===== src/osiris_pkg.sv =====
`default_nettype none

package osiris_pkg;

    // ----------------------------------------
    // Bus and memory geometry
    // ----------------------------------------
    localparam int DATA_WIDTH     = 32;    // Word width of every bus
    localparam int MEM_ADDR_WIDTH = 10;    // Word index into either memory
    localparam int INST_MEM_WORDS = 1024;  // Instruction memory depth
    localparam int DATA_MEM_WORDS = 1024;  // Data memory depth

    // ----------------------------------------
    // UART timing
    // ----------------------------------------
    // Short bit period keeps simulation runs quick
    localparam int CLKS_PER_BIT = 16;

    // ----------------------------------------
    // Loader command codes
    // ----------------------------------------
    localparam logic [7:0] CMD_READ  = 8'h01;  // Read word, reply with 4 bytes
    localparam logic [7:0] CMD_WRITE = 8'hAA;  // Write word, no reply

endpackage

`default_nettype wire


===== src/uart_cmd_ctrl.sv =====
`timescale 1ns/1ps
`default_nettype none

module uart_cmd_ctrl import osiris_pkg::*; (
    input  logic                      clk,
    input  logic                      rst_i,
    input  logic                      rx_enable_i, // Gate for incoming bytes
    input  logic [7:0]                rx_data_i,
    input  logic                      rx_valid_i,
    input  logic                      tx_busy_i,
    output logic [7:0]                tx_data_o,
    output logic                      tx_start_o,
    output logic                      ld_stb_o,    // Held until ld_ack_i
    output logic                      ld_we_o,
    output logic [MEM_ADDR_WIDTH-1:0] ld_addr_o,
    output logic [DATA_WIDTH-1:0]     ld_wdata_o,
    input  logic                      ld_ack_i,
    input  logic [DATA_WIDTH-1:0]     ld_rdata_i
);

    typedef enum logic [2:0] {S_IDLE, S_ADDR, S_DATA, S_MEM, S_REPLY} state_t;

    state_t                state_q;
    logic [2:0]            byte_cnt_q;  // Field bytes taken, or reply bytes started
    logic                  is_write_q;
    logic [DATA_WIDTH-1:0] reply_q;     // Read word, MSB byte at the top
    logic                  rx_take;     // Byte accepted this cycle
    logic                  field_last;  // Fourth byte of address or data field
    logic                  tx_go;       // Launch next reply byte

    assign rx_take    = rx_valid_i && rx_enable_i;
    assign field_last = rx_take && (byte_cnt_q == 3'd3);
    assign tx_go      = (state_q == S_REPLY) && !tx_busy_i && !tx_start_o
                        && (byte_cnt_q != 3'd4);
    assign ld_we_o    = is_write_q; // Stable for the whole command

    // ----------------------------------------
    // Command FSM
    // ----------------------------------------
    always_ff @(posedge clk) begin
        if (rst_i) begin
            state_q    <= S_IDLE;
            byte_cnt_q <= '0;
            is_write_q <= 1'b0;
            ld_stb_o   <= 1'b0;
            tx_start_o <= 1'b0;
        end else begin
            tx_start_o <= 1'b0; // Single-cycle pulse
            case (state_q)
                S_IDLE: begin
                    byte_cnt_q <= '0;
                    // Unknown codes fall through and are dropped
                    if (rx_take && (rx_data_i == CMD_READ || rx_data_i == CMD_WRITE)) begin
                        is_write_q <= (rx_data_i == CMD_WRITE);
                        state_q    <= S_ADDR;
                    end
                end
                S_ADDR: if (rx_take) begin
                    byte_cnt_q <= field_last ? 3'd0 : byte_cnt_q + 1'b1;
                    if (field_last && is_write_q) begin
                        state_q <= S_DATA;
                    end else if (field_last) begin
                        state_q  <= S_MEM;
                        ld_stb_o <= 1'b1; // Read goes straight to memory
                    end
                end
                S_DATA: if (rx_take) begin
                    byte_cnt_q <= field_last ? 3'd0 : byte_cnt_q + 1'b1;
                    if (field_last) begin
                        state_q  <= S_MEM;
                        ld_stb_o <= 1'b1;
                    end
                end
                S_MEM: if (ld_ack_i) begin
                    ld_stb_o <= 1'b0;                          // Drop on the next edge
                    state_q  <= is_write_q ? S_IDLE : S_REPLY; // Writes stay silent
                end
                S_REPLY: begin
                    if (tx_go) begin
                        tx_start_o <= 1'b1;
                        byte_cnt_q <= byte_cnt_q + 1'b1;
                    end else if (byte_cnt_q == 3'd4 && !tx_busy_i && !tx_start_o) begin
                        state_q <= S_IDLE; // Last frame fully on the line
                    end
                end
                default: state_q <= S_IDLE;
            endcase
        end
    end

    // ----------------------------------------
    // Field and reply shift registers
    // ----------------------------------------
    always_ff @(posedge clk) begin
        // Only the low word-index bits of the 32-bit address survive
        if (state_q == S_ADDR && rx_take)
            ld_addr_o <= {ld_addr_o[MEM_ADDR_WIDTH-9:0], rx_data_i};
        if (state_q == S_DATA && rx_take)
            ld_wdata_o <= {ld_wdata_o[DATA_WIDTH-9:0], rx_data_i};
        if (state_q == S_MEM && ld_ack_i) begin
            reply_q <= ld_rdata_i; // Memory output moves on once the loader lets go
        end else if (tx_go) begin
            tx_data_o <= reply_q[DATA_WIDTH-1 -: 8]; // MSB first
            reply_q   <= reply_q << 8;
        end
    end

    // Strobe holds, with a steady request, until the memory answers
    a_stb_hold: assert property (@(posedge clk) disable iff (rst_i)
        ld_stb_o && !ld_ack_i |=> ld_stb_o && $stable(ld_addr_o) && $stable(ld_we_o));

    // Memory answers on the edge after the strobe rises
    a_ack_latency: assert property (@(posedge clk) disable iff (rst_i)
        $rose(ld_stb_o) |=> ld_ack_i);

endmodule

`default_nettype wire


===== config.mk =====
export PLATFORM = sky130hd
export DESIGN_NAME = uart_cmd_ctrl
export DESIGN_NICKNAME = d
export VERILOG_FILES = /design/src/osiris_pkg.sv /design/src/uart_cmd_ctrl.sv
export SDC_FILE = /design/constraint.sdc
export NUM_CORES = 1
export LEC_CHECK = 0
export BUFFER_PORTS_ARGS = -buffer_cell sky130_fd_sc_hd__buf_2
export CAP_MARGIN = 10
export CORE_ASPECT_RATIO = 2
export CORE_MARGIN = 5
export CORE_UTILIZATION = 55
export CTS_CLUSTER_SIZE = 40
export DETAILED_ROUTE_END_ITERATION = 12
export PLACE_DENSITY = 0.95
export SETUP_SLACK_MARGIN = 0.1
export SLEW_MARGIN = 20
export SYNTH_ARGS = -nofsm -noshare
export SYNTH_HDL_FRONTEND = slang
export SYNTH_SLANG_ARGS = --single-unit

===== constraint.sdc =====
create_clock -name clk -period 5.5 [get_ports clk]
set_input_delay 1.1 -clock clk [delete_from_list [all_inputs] [get_ports clk]]
set_output_delay 1.1 -clock clk [all_outputs]
set_load 0.03 [all_outputs]

# Word level (Yosys, flattened, before mapping)
# Cells that the tools add are included.
[word_totals]
input_bits = 46
out_inout_bits = 53
wordCells = 79
regBits = 91
[op_classes]
n_reduce_logical = 26
add_sub_neg = 1
n_eq_ne = 18
mux = 23
bitwise = 2
[ops]
columns = ["operator", "n"]
rows = [
  ["two-way mux 32 bit", 2],
  ["two-way mux 3 bit", 12],
  ["one-hot mux 3 bit (5 select lines)", 1],
  ["!= test 2 bit (second input constant)", 7],
  ["logical AND 1 bit", 12],
  ["== test 3 x 2 -> 1 bit (second input constant)", 3],
  ["one-hot mux 3 bit (3 select lines)", 1],
  ["== test 8 x 1 -> 1 bit (second input constant)", 1],
  ["== test 8 bit (second input constant)", 1],
  ["== test 3 bit (second input constant)", 2],
  ["two-way mux 1 bit", 6],
  ["AND reduction 6 bit", 1],
  ["nonzero test 3 bit", 2],
  ["AND reduction 5 bit", 1],
  ["!= test 2 x 1 -> 1 bit (second input constant)", 2],
  ["AND reduction 2 bit", 2],
  ["OR reduction 2 bit", 2],
  ["adder 3 x 1 -> 3 bit (second input constant)", 1],
  ["== test 3 x 1 -> 1 bit (second input constant)", 1],
  ["zero test 3 bit", 1],
  ["!= test 3 bit (second input constant)", 1],
  ["one-hot mux 1 bit (3 select lines)", 1],
  ["AND reduction 3 bit", 1],
  ["zero test 1 bit", 2],
  ["3 further kinds", 4],
]

# Depth between registers and ports, before layout
# Gate-level depths: netlist (run 1).
[logic_depth]
depth_word = 6
depth_mapped = 6

# Worst setup path before layout (run 1)
# OpenSTA, ideal clock, no wires.
[synth_path]
path_type = "input port to flip-flop"
from = "input port rx_valid_i"
to = "register ld_wdata_o[0] (enable)"
path_buffers = 0
arrival_time_ns = 3.401
cell_stages = 2
setup_slack_ns = 1.638
path_cell_list = "nand3b_4 nor3_1"
[synth_via]
elab_chain_len = 2
[synth_rtl]
columns = ["element", "line", "rtl"]
rows = [
  ["start: declaration", "uart_cmd_ctrl.sv:9", "input logic rx_valid_i,"],
  ["logical AND 1 bit", "uart_cmd_ctrl.sv:31", "assign rx_take = rx_valid_i && rx_enable_i;"],
  ["logical AND 1 bit", "uart_cmd_ctrl.sv:98", "if (state_q == S_DATA && rx_take)"],
  ["end signal: assignment", "uart_cmd_ctrl.sv:99", "ld_wdata_o <= {ld_wdata_o[DATA_WIDTH-9:0], rx_data_i};"],
  ["end: declaration", "uart_cmd_ctrl.sv:16", "output logic [DATA_WIDTH-1:0] ld_wdata_o,"],
]
# Every way passes these cells.
# A chain may end at the register's enable or synchronous reset.

# Final worst setup path (run 1)
[layout_path]
from = "input port ld_ack_i"
to = "register reply_q[9] (enable)"
[layout_via]
elab_chain_len = 2
[layout_rtl]
columns = ["element", "line", "rtl"]
rows = [
  ["start: declaration", "uart_cmd_ctrl.sv:17", "input logic ld_ack_i,"],
  ["logical AND 1 bit", "uart_cmd_ctrl.sv:100", "if (state_q == S_MEM && ld_ack_i) begin"],
  ["nonzero test 2 bit (no line)", "-", ""],
  ["end signal: assignment", "uart_cmd_ctrl.sv:101", "reply_q <= ld_rdata_i;"],
  ["end signal: assignment", "uart_cmd_ctrl.sv:104", "reply_q <= reply_q << 8;"],
  ["end: declaration", "uart_cmd_ctrl.sv:26", "logic [DATA_WIDTH-1:0] reply_q;"],
]
# Every way passes these cells.

==> qor.txt, run 1 <==
Slew Limit Fails = 0
vias post-DR = 2209
crit path max fanout = 32
fin area = 4362 sq um
Die Area = 8065 sq um
sequential power share = 50.0%
GRT Resource Usage Total = 16.87%
Routed WL = 6360 microns
CTS tree = yes
Worst path max stage delay = 0.68 ns
mux share of post-synthesis cell area = 0%
layout cell share with drive strength beyond 1 = 34.10%
crit-path cells = buf_2 -> nand2_1 -> or3_1 -> nand2_2
Setup violations, final = 0
# IOs = 99
Max-Cap Viols = 0
Antenna Nets Post-Route = 0
footprint of the multi-input gates = 738.2 sq um
RePlAce Congestion = 0.7897
CP max stage cell = or3_1
Hold-fix buffers, CTS = 0
Crit Path Class = input port to flip-flop
initial antenna violation count = 0
Post-CTS Repair Setup Buffers = 0
area share of the largest cell type after synthesis = 71.25%
DIE HEIGHT = 122.1 microns
cell taking the most area after synthesis = edfxtp_1
Tcrit/Tclk final = 51.00%
DPL Wire Length = 4528 microns
total placed cells including tap cells = 419
ys async rst share = 0%
Mean Syn Cell Area = 14.16 sq um
RSZ-0062 raised after global routing = no
CP startpoint kind = input port
CORE AREA = 6207 sq um
FF+latch count, synth = 91
largest net degree at the start of global routing = 34
clock slew at reported path FFs = 0.06 ns
main combinational cell family by area after synthesis = simple AND/OR/NAND/NOR gates
1st-iter DRT viols = 100
Via-to-Cell Ratio = 5.078
Fin Clk Skew = 0.007213 ns
final core utilization = 70.27%
Internal = 0.001244 W
clk root buf = clkbuf_16
Setup WS pre-CTS = 1.912 ns
cell area after synthesis = 3456 sq um
HP Class = flip-flop to flip-flop
clock sink total = 91
Die X = 66.05 microns
CTS Buf Count = 9
sequential area share after synthesis = 76.47%
Final WS setup = 2.695 ns
CTS H-Tree Depth = 3
wire length of the first global-routing pass = 10070 microns
filler instances = 409
1st-pass router iterations = 4
yosys synthesis warning count = 0
Slew @ Worst Pin = 1.086 ns
Ant. Diodes = 0
Worst Path Required = 5.39 ns
crit path DAT = 2.70 ns
PwrDens = 341.0 nW/um^2
# rows = 41
maximum clock rate = 0.3565 GHz
initial core utilization = 55.67%
Switching Fraction = 16.36%
Synth Area in XOR/XNOR = 0.2534%
top cells by area, synth = edfxtp_1, nand2_1, dfxtp_1, and2_1, ha_1
Peak VDD IR = 0.1989 mV
P_sw = 0.0002433 W
Resized cells post-CTS = 0
critical path capture point type = flip-flop
slew margin rel. = 27.35%
Synth-to-Final Area Change = 26.21%
Main synth FF type = edfxtp_1
vias in the first global route = 2234
worst skew pair latency = 0.33 ns
Fin Setup TNS = 0 ns
Post-Synth Adder-Cell Area = 1.412%
DP Area = 4003 sq um
EDFF count, synth = 82
clock share of power = 48.3%
Synth Area in Simple Gates = 14.81%
total grt overflow = 0
Mapped Cells = 244
Comb pwr share = 1.6%
Final Hold Fails = 0
LEAKAGE = 1.869 nW
Compound-Gate Fraction of Synth Area = 4.490%
Clock Tree Buf Depth = 2
syn nets = 293
Worst R2R Setup Slack = 2.94 ns
Sequential Area = 2643 sq um
port bufs = 98
routed length per instance = 14.62 microns
Final nets = 393
outcome = completed
Cell variety after synth = 40
min Tclk post-route = 2.805 ns
DRC Markers = 0
final non-filler cell total = 435
==> power groups by stage <==
stage / registers (W) / logic (W) / clock network, W
after global placement: 0.000759 / 0.0000232 / 0
final: 0.000744 / 0.0000243 / 0.000719
after global routing: 0.000743 / 0.0000266 / 0.000764
after detailed placement: 0.000759 / 0.0000242 / 0
after CTS: 0.000744 / 0.0000243 / 0.000729
after floorplan: 0.000759 / 0.00000457 / 0
==> cell usage after synthesis, types with 2 or more instances <==
cell       n
edfxtp_1  82
nand2_1   77
dfxtp_1    9
and2_1     8
buf_2      5
nor2_1     5
a21oi_1    4
inv_1      4
nor2b_1    4
nor3_1     4
a32o_1     3
buf_6      3
ha_1       3
o21a_1     3
nand2b_1   2
nand3b_1   2
nand4_1    2
o21ai_0    2
==> path summary, 6_finish.rpt <==
kind                     from      endpoint  cells past startpoint
setup / recovery     ld_ack_i    reply_q[9]                      4
setup reg to reg   state_q[0]    reply_q[9]                      3
hold / removal    reply_q[27]  tx_data_o[3]                      0
hold reg to reg   reply_q[27]  tx_data_o[3]                      0
==> area by class of cell <==
type                       count  share of cell area, %
sequential                    91                  60.59
multi-input combinational    138                  16.92
timing repair buffer          99                  11.42
clock buffer                  10                  5.250
clock inverter                 6                  2.926
tap                           86                  2.467
inverter                       5                 0.4303
==> sequential cells by signal, indices dropped and copies added (netlist names), 3 cells and up <==
name        count
ld_wdata_o     32
reply_q        32
ld_addr_o      10
tx_data_o       8
byte_cnt_q      3
state_q         3
==> metrics by stage <==
stage / total power (W) / hold WS, ns
after floorplan: 0.0007635 / 0.4003
after global placement: 0.0007820 / 0.4011
after detailed placement: 0.0007830 / 0.4056
after CTS: 0.001497 / 0.4198
after global routing: 0.001534 / 0.4294
final: 0.001487 / 0.4199
==> critical path, delay by kind of cell <==
| kind | cells | cell delay, ns |
|---|---|---|
| buffers and inverters | 1 | 0.11 |
| and+or+nand+nor | 3 | 1.48 |
==> routing by layer <==
layer  up-vias  global-route usage (%)  part of all wire, %
met5         -                       0                    0
met4         0                   7.634                  2.1
met3        11                   5.904                  8.5
met2        95                   28.35                   50
met1      1038                   18.98                   39
li1       1065                       -                    -
==> cells by family after synthesis <==
logic type / after synthesis
fa+ha+maj: 4
buf+inv: 15
xor+xnor: 1
flops: 91
simple gates: 112
compound gates: 21
==> layout by cell type, fill, tap and decap left out, drive strengths merged, types with 2 or more instances in the layout <==
master,instances
nor2b,4
clkinv,2
ha,3
a32o,3
o21a,3
nor3,5
and2,8
o21ai,3
inv,5
nand2b,2
nand4,2
nand3b,3
nor2,5
nand2,77
edfxtp,82
a21oi,4
dfxtp,9
bufinv,4
buf,99
clkbuf,10
Power figures use the tool's default switching activity.
==> inputs of run 2 (changes only) <==
--- a/config.mk
+++ b/config.mk
@@ -9,10 +9,10 @@
 export CAP_MARGIN = 10
 export CORE_ASPECT_RATIO = 2
 export CORE_MARGIN = 5
-export CORE_UTILIZATION = 55
+export CORE_UTILIZATION = 51
 export CTS_CLUSTER_SIZE = 40
 export DETAILED_ROUTE_END_ITERATION = 12
-export PLACE_DENSITY = 0.95
+export PLACE_DENSITY = 0.91
 export SETUP_SLACK_MARGIN = 0.1
 export SLEW_MARGIN = 20
 export SYNTH_ARGS = -nofsm -noshare
==> constraint.sdc (replaced) <==
create_clock -name clk -period 2.6 [get_ports clk]
set_input_delay 0.52 -clock clk [delete_from_list [all_inputs] [get_ports clk]]
set_output_delay 0.52 -clock clk [all_outputs]
set_load 0.03 [all_outputs]
==> run 2 against run 1 <==
Against the previous run: worst setup slack got worse by 2.1 ns; first-iteration DRC count grew 26%; register-to-register slack got worse by 2.4 ns; cell count increased by 1.6%; routed wire length is 5.8% higher; combinational power up 120%; sequential share of layout area is 0.38 points higher; non-clock buffer count grew 5; global-route usage up 0.18 points; critical path type is now flip-flop to flip-flop; largest power group unchanged.
==> qor.txt, run 2 (synthesized netlist as in run 1, its figures left out) <==
DPL Wire Length = 4962 microns (+9.6%)
Slew @ Worst Pin = 0.7600 ns (-0.3263 ns)
Die X = 68.21 microns (+3.3%)
filler instances = 511 (+25%)
GRT Resource Usage Total = 17.05% (+0.18 points)
DRC Markers = 0 (unchanged)
Via-to-Cell Ratio = 5.063 (-0.29%)
met1 WL = 2317 microns (-6.8%)
CORE AREA = 6621 sq um (+6.7%)
Slew Limit Fails = 0 (unchanged)
critical path capture point type = flip-flop
Hold Path End = ld_wdata_o[3]
RePlAce Congestion = 0.8423 (+6.7%)
Final nets = 398 (+1.3%)
CTS Buf Count = 9 (unchanged)
clock share of power = 43.0% (-5.3 points)
commonest cells after routing, fill and taps aside = buf_2, edfxtp_1, nand2_1
initial antenna violation count = 0 (unchanged)
Switching Fraction = 18.11% (+1.8 points)
LEAKAGE = 1.865 nW (-0.21%)
Worst R2R Setup Slack = 0.57 ns (-2.37 ns)
clock sink total = 91 (unchanged)
# rows = 42 (+2.4%)
Sequential Area = 2643 sq um (unchanged)
Ant. Diodes = 0 (unchanged)
Crit Path Class = flip-flop to flip-flop
Reg2Reg Launch Point = byte_cnt_q[0]
outcome = completed
clk root buf = clkbuf_16
Comb pwr share = 1.9% (+0.3 points)
port bufs = 98 (unchanged)
# IOs = 99 (unchanged)
Die Area = 8622 sq um (+6.9%)
wire length of the first global-routing pass = 10560 microns (+4.9%)
clock slew at reported path FFs = 0.06 ns (about the same)
wire length on met2 = 3651 microns (+14%)
met3 wire length = 469 microns (-13%)
CP startpoint kind = flip-flop
DIE HEIGHT = 126.4 microns (+3.5%)
PwrDens = 658.7 nW/um^2 (+93%)
largest net degree at the start of global routing = 33 (-2.9%)
Max-Cap Viols = 0 (unchanged)
Worst Hold Launch = rx_data_i[3]
Hold-fix buffers, CTS = 0 (unchanged)
Setup WS pre-CTS = 0.5802 ns (-1.332 ns)
CP startpoint = byte_cnt_q[0]
Setup violations, final = 0 (unchanged)
vias post-DR = 2238 (+1.3%)
worst skew pair latency = 0.33 ns (about the same)
Internal = 0.002338 W (+88%)
Tcrit/Tclk final = 78.09%
Worst Path Required = 2.59 ns (-2.80 ns)
Synth-to-Final Area Change = 25.42%
maximum clock rate = 0.4925 GHz
Post-CTS Repair Setup Buffers = 0 (unchanged)
initial core utilization = 52.19% (-3.5 points)
Final WS setup = 0.5696 ns (-2.125 ns)
footprint of the multi-input gates = 742.0 sq um (+0.51%)
crit path DAT = 2.02 ns (-0.68 ns)
Worst R2R Path Depth = 6 (+3)
min Tclk post-route = 2.030 ns
slew margin rel. = 49.17% (+22 points)
Antenna Nets Post-Route = 0 (unchanged)
Fin Clk Skew = 0.004174 ns (-0.003039 ns)
crit path max fanout = 32 (unchanged)
Peak VDD IR = 0.4492 mV (+130%)
sequential power share = 55.1% (+5.1 points)
P_sw = 0.0005171 W (+110%)
1st-pass router iterations = 4 (unchanged)
Clock Tree Buf Depth = 2 (unchanged)
1st-iter DRT viols = 126 (+26%)
Resized cells post-CTS = 0 (unchanged)
commonest non-fill, non-tap cell in the layout = buf_2
vias in the first global route = 2286 (+2.3%)
Final Hold Fails = 0 (unchanged)
total grt overflow = 0 (unchanged)
Hold Crit Depth = 1 (+1)
routed length per instance = 15.23 microns (+4.2%)
CTS H-Tree Depth = 3 (unchanged)
layout cell share with drive strength beyond 1 = 34.75% (+0.65 points)
r2r endpoint = reply_q[8]
Routed WL = 6731 microns (+5.8%)
Fin Setup TNS = 0 ns (unchanged)
RSZ-0062 raised after global routing = no
Max Used Layer = met4
Regs by FF count = ld_wdata_o (32), reply_q (32), ld_addr_o (10)
HP Class = input port to flip-flop
CTS tree = yes
run 2: metal layers:
metal	track usage, %	vias up
li1	-	1077
met1	17.58	1043
met2	28.78	96
met3	4.602	22
met4	11.37	0
met5	0	-
run 2: through the flow:
step	hold slack (ns)	util, %	cells	total power, W	cell area, sq um
2_1_floorplan	0.4003	-	244	0.001615	3461
3_3_place_gp	0.4011	61.15	426	0.001657	4049
3_5_place_dp	0.4045	61.15	426	0.001659	4049
4_1_cts	0.3848	65.46	442	0.002889	4334
5_1_grt	0.3923	65.46	442	0.002957	4334
6_report	0.3997	65.46	442	0.002855	4334
run 2: final cells by class:
cell class	instances	area share [%]
Sequential cell	91	60.97
Inverter	5	0.4330
Tap cell	88	2.540
Multi-Input combinational cell	138	17.12
Timing Repair Buffer	104	12.36
Clock buffer	10	5.283
Clock inverter	6	1.299
run 2: worst max-delay path by stage:
stage,end,slack (ns),cells after the start
final,reply_q[8],0.57,6
after detailed placement,reply_q[17],0.58,6
after global routing,reply_q[7],0.41,6
after CTS,reply_q[23],0.57,6
after global placement,reply_q[25],0.72,4
after floorplan,ld_wdata_o[0],0.30,3
run 2: critical path, stage by stage (launching register included):
cell and delay [ns]:
dfxtp_1 0.37, inv_1 0.06, ha_1 0.21, a211oi_1 0.32, nand3_1 0.22, nand2_1 0.13
buf_4 0.37
run 2: power by group through the flow:
| stage | Sequential (W) | Combinational [W] | Clock (W) |
|---|---|---|---|
| global route | 0.00157 | 0.0000587 | 0.00133 |
| detailed placement | 0.00161 | 0.0000535 | 0 |
| finish | 0.00157 | 0.0000535 | 0.00123 |
| global placement | 0.00161 | 0.0000517 | 0 |
| CTS | 0.00157 | 0.0000537 | 0.00126 |
| floorplan | 0.00161 | 0.00000981 | 0 |
==> inputs of run 3 (changes only) <==
--- a/config.mk
+++ b/config.mk
@@ -9,10 +9,10 @@
 export CAP_MARGIN = 10
 export CORE_ASPECT_RATIO = 2
 export CORE_MARGIN = 5
-export CORE_UTILIZATION = 51
+export CORE_UTILIZATION = 46
 export CTS_CLUSTER_SIZE = 40
 export DETAILED_ROUTE_END_ITERATION = 12
-export PLACE_DENSITY = 0.91
+export PLACE_DENSITY = 0.87
 export SETUP_SLACK_MARGIN = 0.1
 export SLEW_MARGIN = 20
 export SYNTH_ARGS = -nofsm -noshare
==> constraint.sdc (replaced) <==
create_clock -name clk -period 1.8 [get_ports clk]
set_input_delay 0.36 -clock clk [delete_from_list [all_inputs] [get_ports clk]]
set_output_delay 0.36 -clock clk [all_outputs]
set_load 0.03 [all_outputs]
==> run 3 against run 2 <==
Against the previous run: first-iteration DRC count shrank 25%; cell count rose by 2.3%; core utilization is 4.1 points lower; worst setup slack got worse by 0.36 ns; non-clock buffer count increased by 6; hold slack got worse by 0.16 ns; fmax is 28% higher; clock power is 63% higher; via count is 0.54% lower; combinational power is 45% higher; die area grew 9.6%; largest cell class unchanged; highest routed layer unchanged.
==> qor.txt, run 3 (synthesized netlist as in run 1, its figures left out) <==
Setup violations, final = 0 (unchanged)
Final WS setup = 0.2100 ns (-0.3596 ns)
layout cell share with drive strength beyond 1 = 38.06% (+3.3 points)
1st-pass router iterations = 4 (unchanged)
DIE HEIGHT = 132.6 microns (+4.9%)
# IOs = 99 (unchanged)
outcome = completed
vias post-DR = 2226 (-0.54%)
Routed WL = 6873 microns (+2.1%)
# rows = 44 (+4.8%)
Clock Tree Buf Depth = 2 (unchanged)
Final nets = 404 (+1.5%)
initial antenna violation count = 0 (unchanged)
Hold-fix buffers, CTS = 0 (unchanged)
total grt overflow = 0 (unchanged)
Setup WS pre-CTS = 0.07763 ns (-0.5025 ns)
clk root buf = clkbuf_16
DRC Markers = 0 (unchanged)
Fin Clk Skew = 0.005396 ns (+0.001223 ns)
Die X = 71.29 microns (+4.5%)
crit path max fanout = 13 (-59%)
Fin Setup TNS = 0 ns (unchanged)
clock slew at reported path FFs = 0.06 ns (about the same)
final non-filler cell total = 452 (+2.3%)
RSZ-0062 raised after global routing = yes
worst skew pair latency = 0.33 ns (about the same)
vias in the first global route = 2294 (+0.35%)
Slew Limit Fails = 0 (unchanged)
port bufs = 98 (unchanged)
Tcrit/Tclk final = 88.34% (+10 points)
DP Area = 4129 sq um (+2.0%)
DPL Wire Length = 5007 microns (+0.89%)
PnR Total Power = 0.004363 W (+53%)
commonest non-fill, non-tap cell in the layout = buf_2
largest net degree at the start of global routing = 34 (+3.0%)
CTS H-Tree Depth = 3 (unchanged)
Regs by FF count = ld_wdata_o (32), reply_q (32), ld_addr_o (10)
CTS tree = yes
LEAKAGE = 1.927 nW (+3.3%)
CTS Buf Count = 9 (unchanged)
Ant. Diodes = 0 (unchanged)
Slew @ Worst Pin = 0.4219 ns (-0.3381 ns)
RePlAce Congestion = 0.9054 (+7.5%)
1st-iter DRT viols = 95 (-25%)
crit path DAT = 1.63 ns (-0.39 ns)
Via-to-Cell Ratio = 4.925 (-2.7%)
total placed cells including tap cells = 435 (+2.1%)
CP max stage cell = dfxtp_1
PwrDens = 970.5 nW/um^2 (+47%)
min Tclk post-route = 1.590 ns (-0.4404 ns)
clock sink total = 91 (unchanged)
Die Area = 9451 sq um (+9.6%)
critical path capture point type = flip-flop
Synth-to-Final Area Change = 30.09%
Worst Path Required = 1.84 ns (-0.75 ns)
GRT Resource Usage Total = 15.00% (-2.0 points)
Final Hold Fails = 0 (unchanged)
wire length of the first global-routing pass = 10850 microns (+2.7%)
CP startpoint kind = flip-flop
HP Class = input port to flip-flop
Antenna Nets Post-Route = 0 (unchanged)
Post-CTS Repair Setup Buffers = 0 (unchanged)
crit-path cells = inv_1 -> ha_1 -> a211oi_2 -> nand3_2 -> nand2_4 -> clkbuf_16
Max-Cap Viols = 0 (unchanged)
Crit Path Class = flip-flop to flip-flop
slew margin rel. = 71.57% (+22 points)
commonest cells after routing, fill and taps aside = buf_2, edfxtp_1, nand2_1
routed length per instance = 15.21 microns (-0.15%)
CORE AREA = 7322 sq um (+11%)
Peak VDD IR = 0.7836 mV (+74%)
fin area = 4496 sq um (+3.7%)
initial core utilization = 47.20% (-5.0 points)
Worst path max stage delay = 0.36 ns (about the same)
maximum clock rate = 0.6289 GHz (+28%)
run 3: cell types whose count changed in the layout (fill, tap and decap cells not counted), sizes merged:
| cell | change |
|---|---|
| buf | +5 |
| clkinv | -4 |
| clkbuf | +3 |
| bufinv | +1 |
| clkinvlp | +1 |
run 3: power by group:
group          internal [W]  leakage [nW]  switching [W]
clock network       0.00129         0.159       0.000723
registers           0.00227         0.916    0.000000198
logic             0.0000417         0.852      0.0000358
run 3: through the flow:
stage / hold WS, ns / utilization [%]
after global routing: 0.2329 / 61.40
after floorplan: 0.4003 / -
after detailed placement: 0.4057 / 56.39
final: 0.2366 / 61.40
after CTS: 0.2277 / 60.97
after global placement: 0.4008 / 56.39
run 3: final timing paths:
check,to,slack [ns],start,depth (start not counted)
max,reply_q[23],0.21,byte_cnt_q[1],6
min,ld_addr_o[3],0.24,rx_data_i[3],1
max reg2reg,reply_q[23],0.21,byte_cnt_q[1],6
min reg2reg,tx_data_o[1],0.42,reply_q[25],0
run 3: cell type report:
cell class,count,area [sq um]
Sequential cell,91,2645
Multi-Input combinational cell,138,764.5
Clock buffer,12,256.5
Timing Repair Buffer,110,623.1
Tap cell,92,115.1
Clock inverter,4,72.57
Fill cell,563,2826
Inverter,5,18.77
run 3: critical path, delay by kind of cell (launching register included):
family | cells | cell delay, ns
adders and majority gates | 1 | 0.20
DFF | 1 | 0.36
buffers and inverters | 2 | 0.23
AOI/OAI and AO/OA | 1 | 0.23
and+or+nand+nor | 2 | 0.27
run 3: per-layer routing:
metal  GRT usage (%)  vias up  wire, microns
met3           4.632       10            425
met1           15.40     1054           2373
li1                -     1089              -
met2           27.41       73           3942
met4           5.962        0            131
met5               0        -              0
run 3: repair_timing:
action,4_1_cts,5_1_grt
cloned,0,1
endpoints found under the setup margin,35,42
pin swaps,0,1
gates resized for setup,2,2
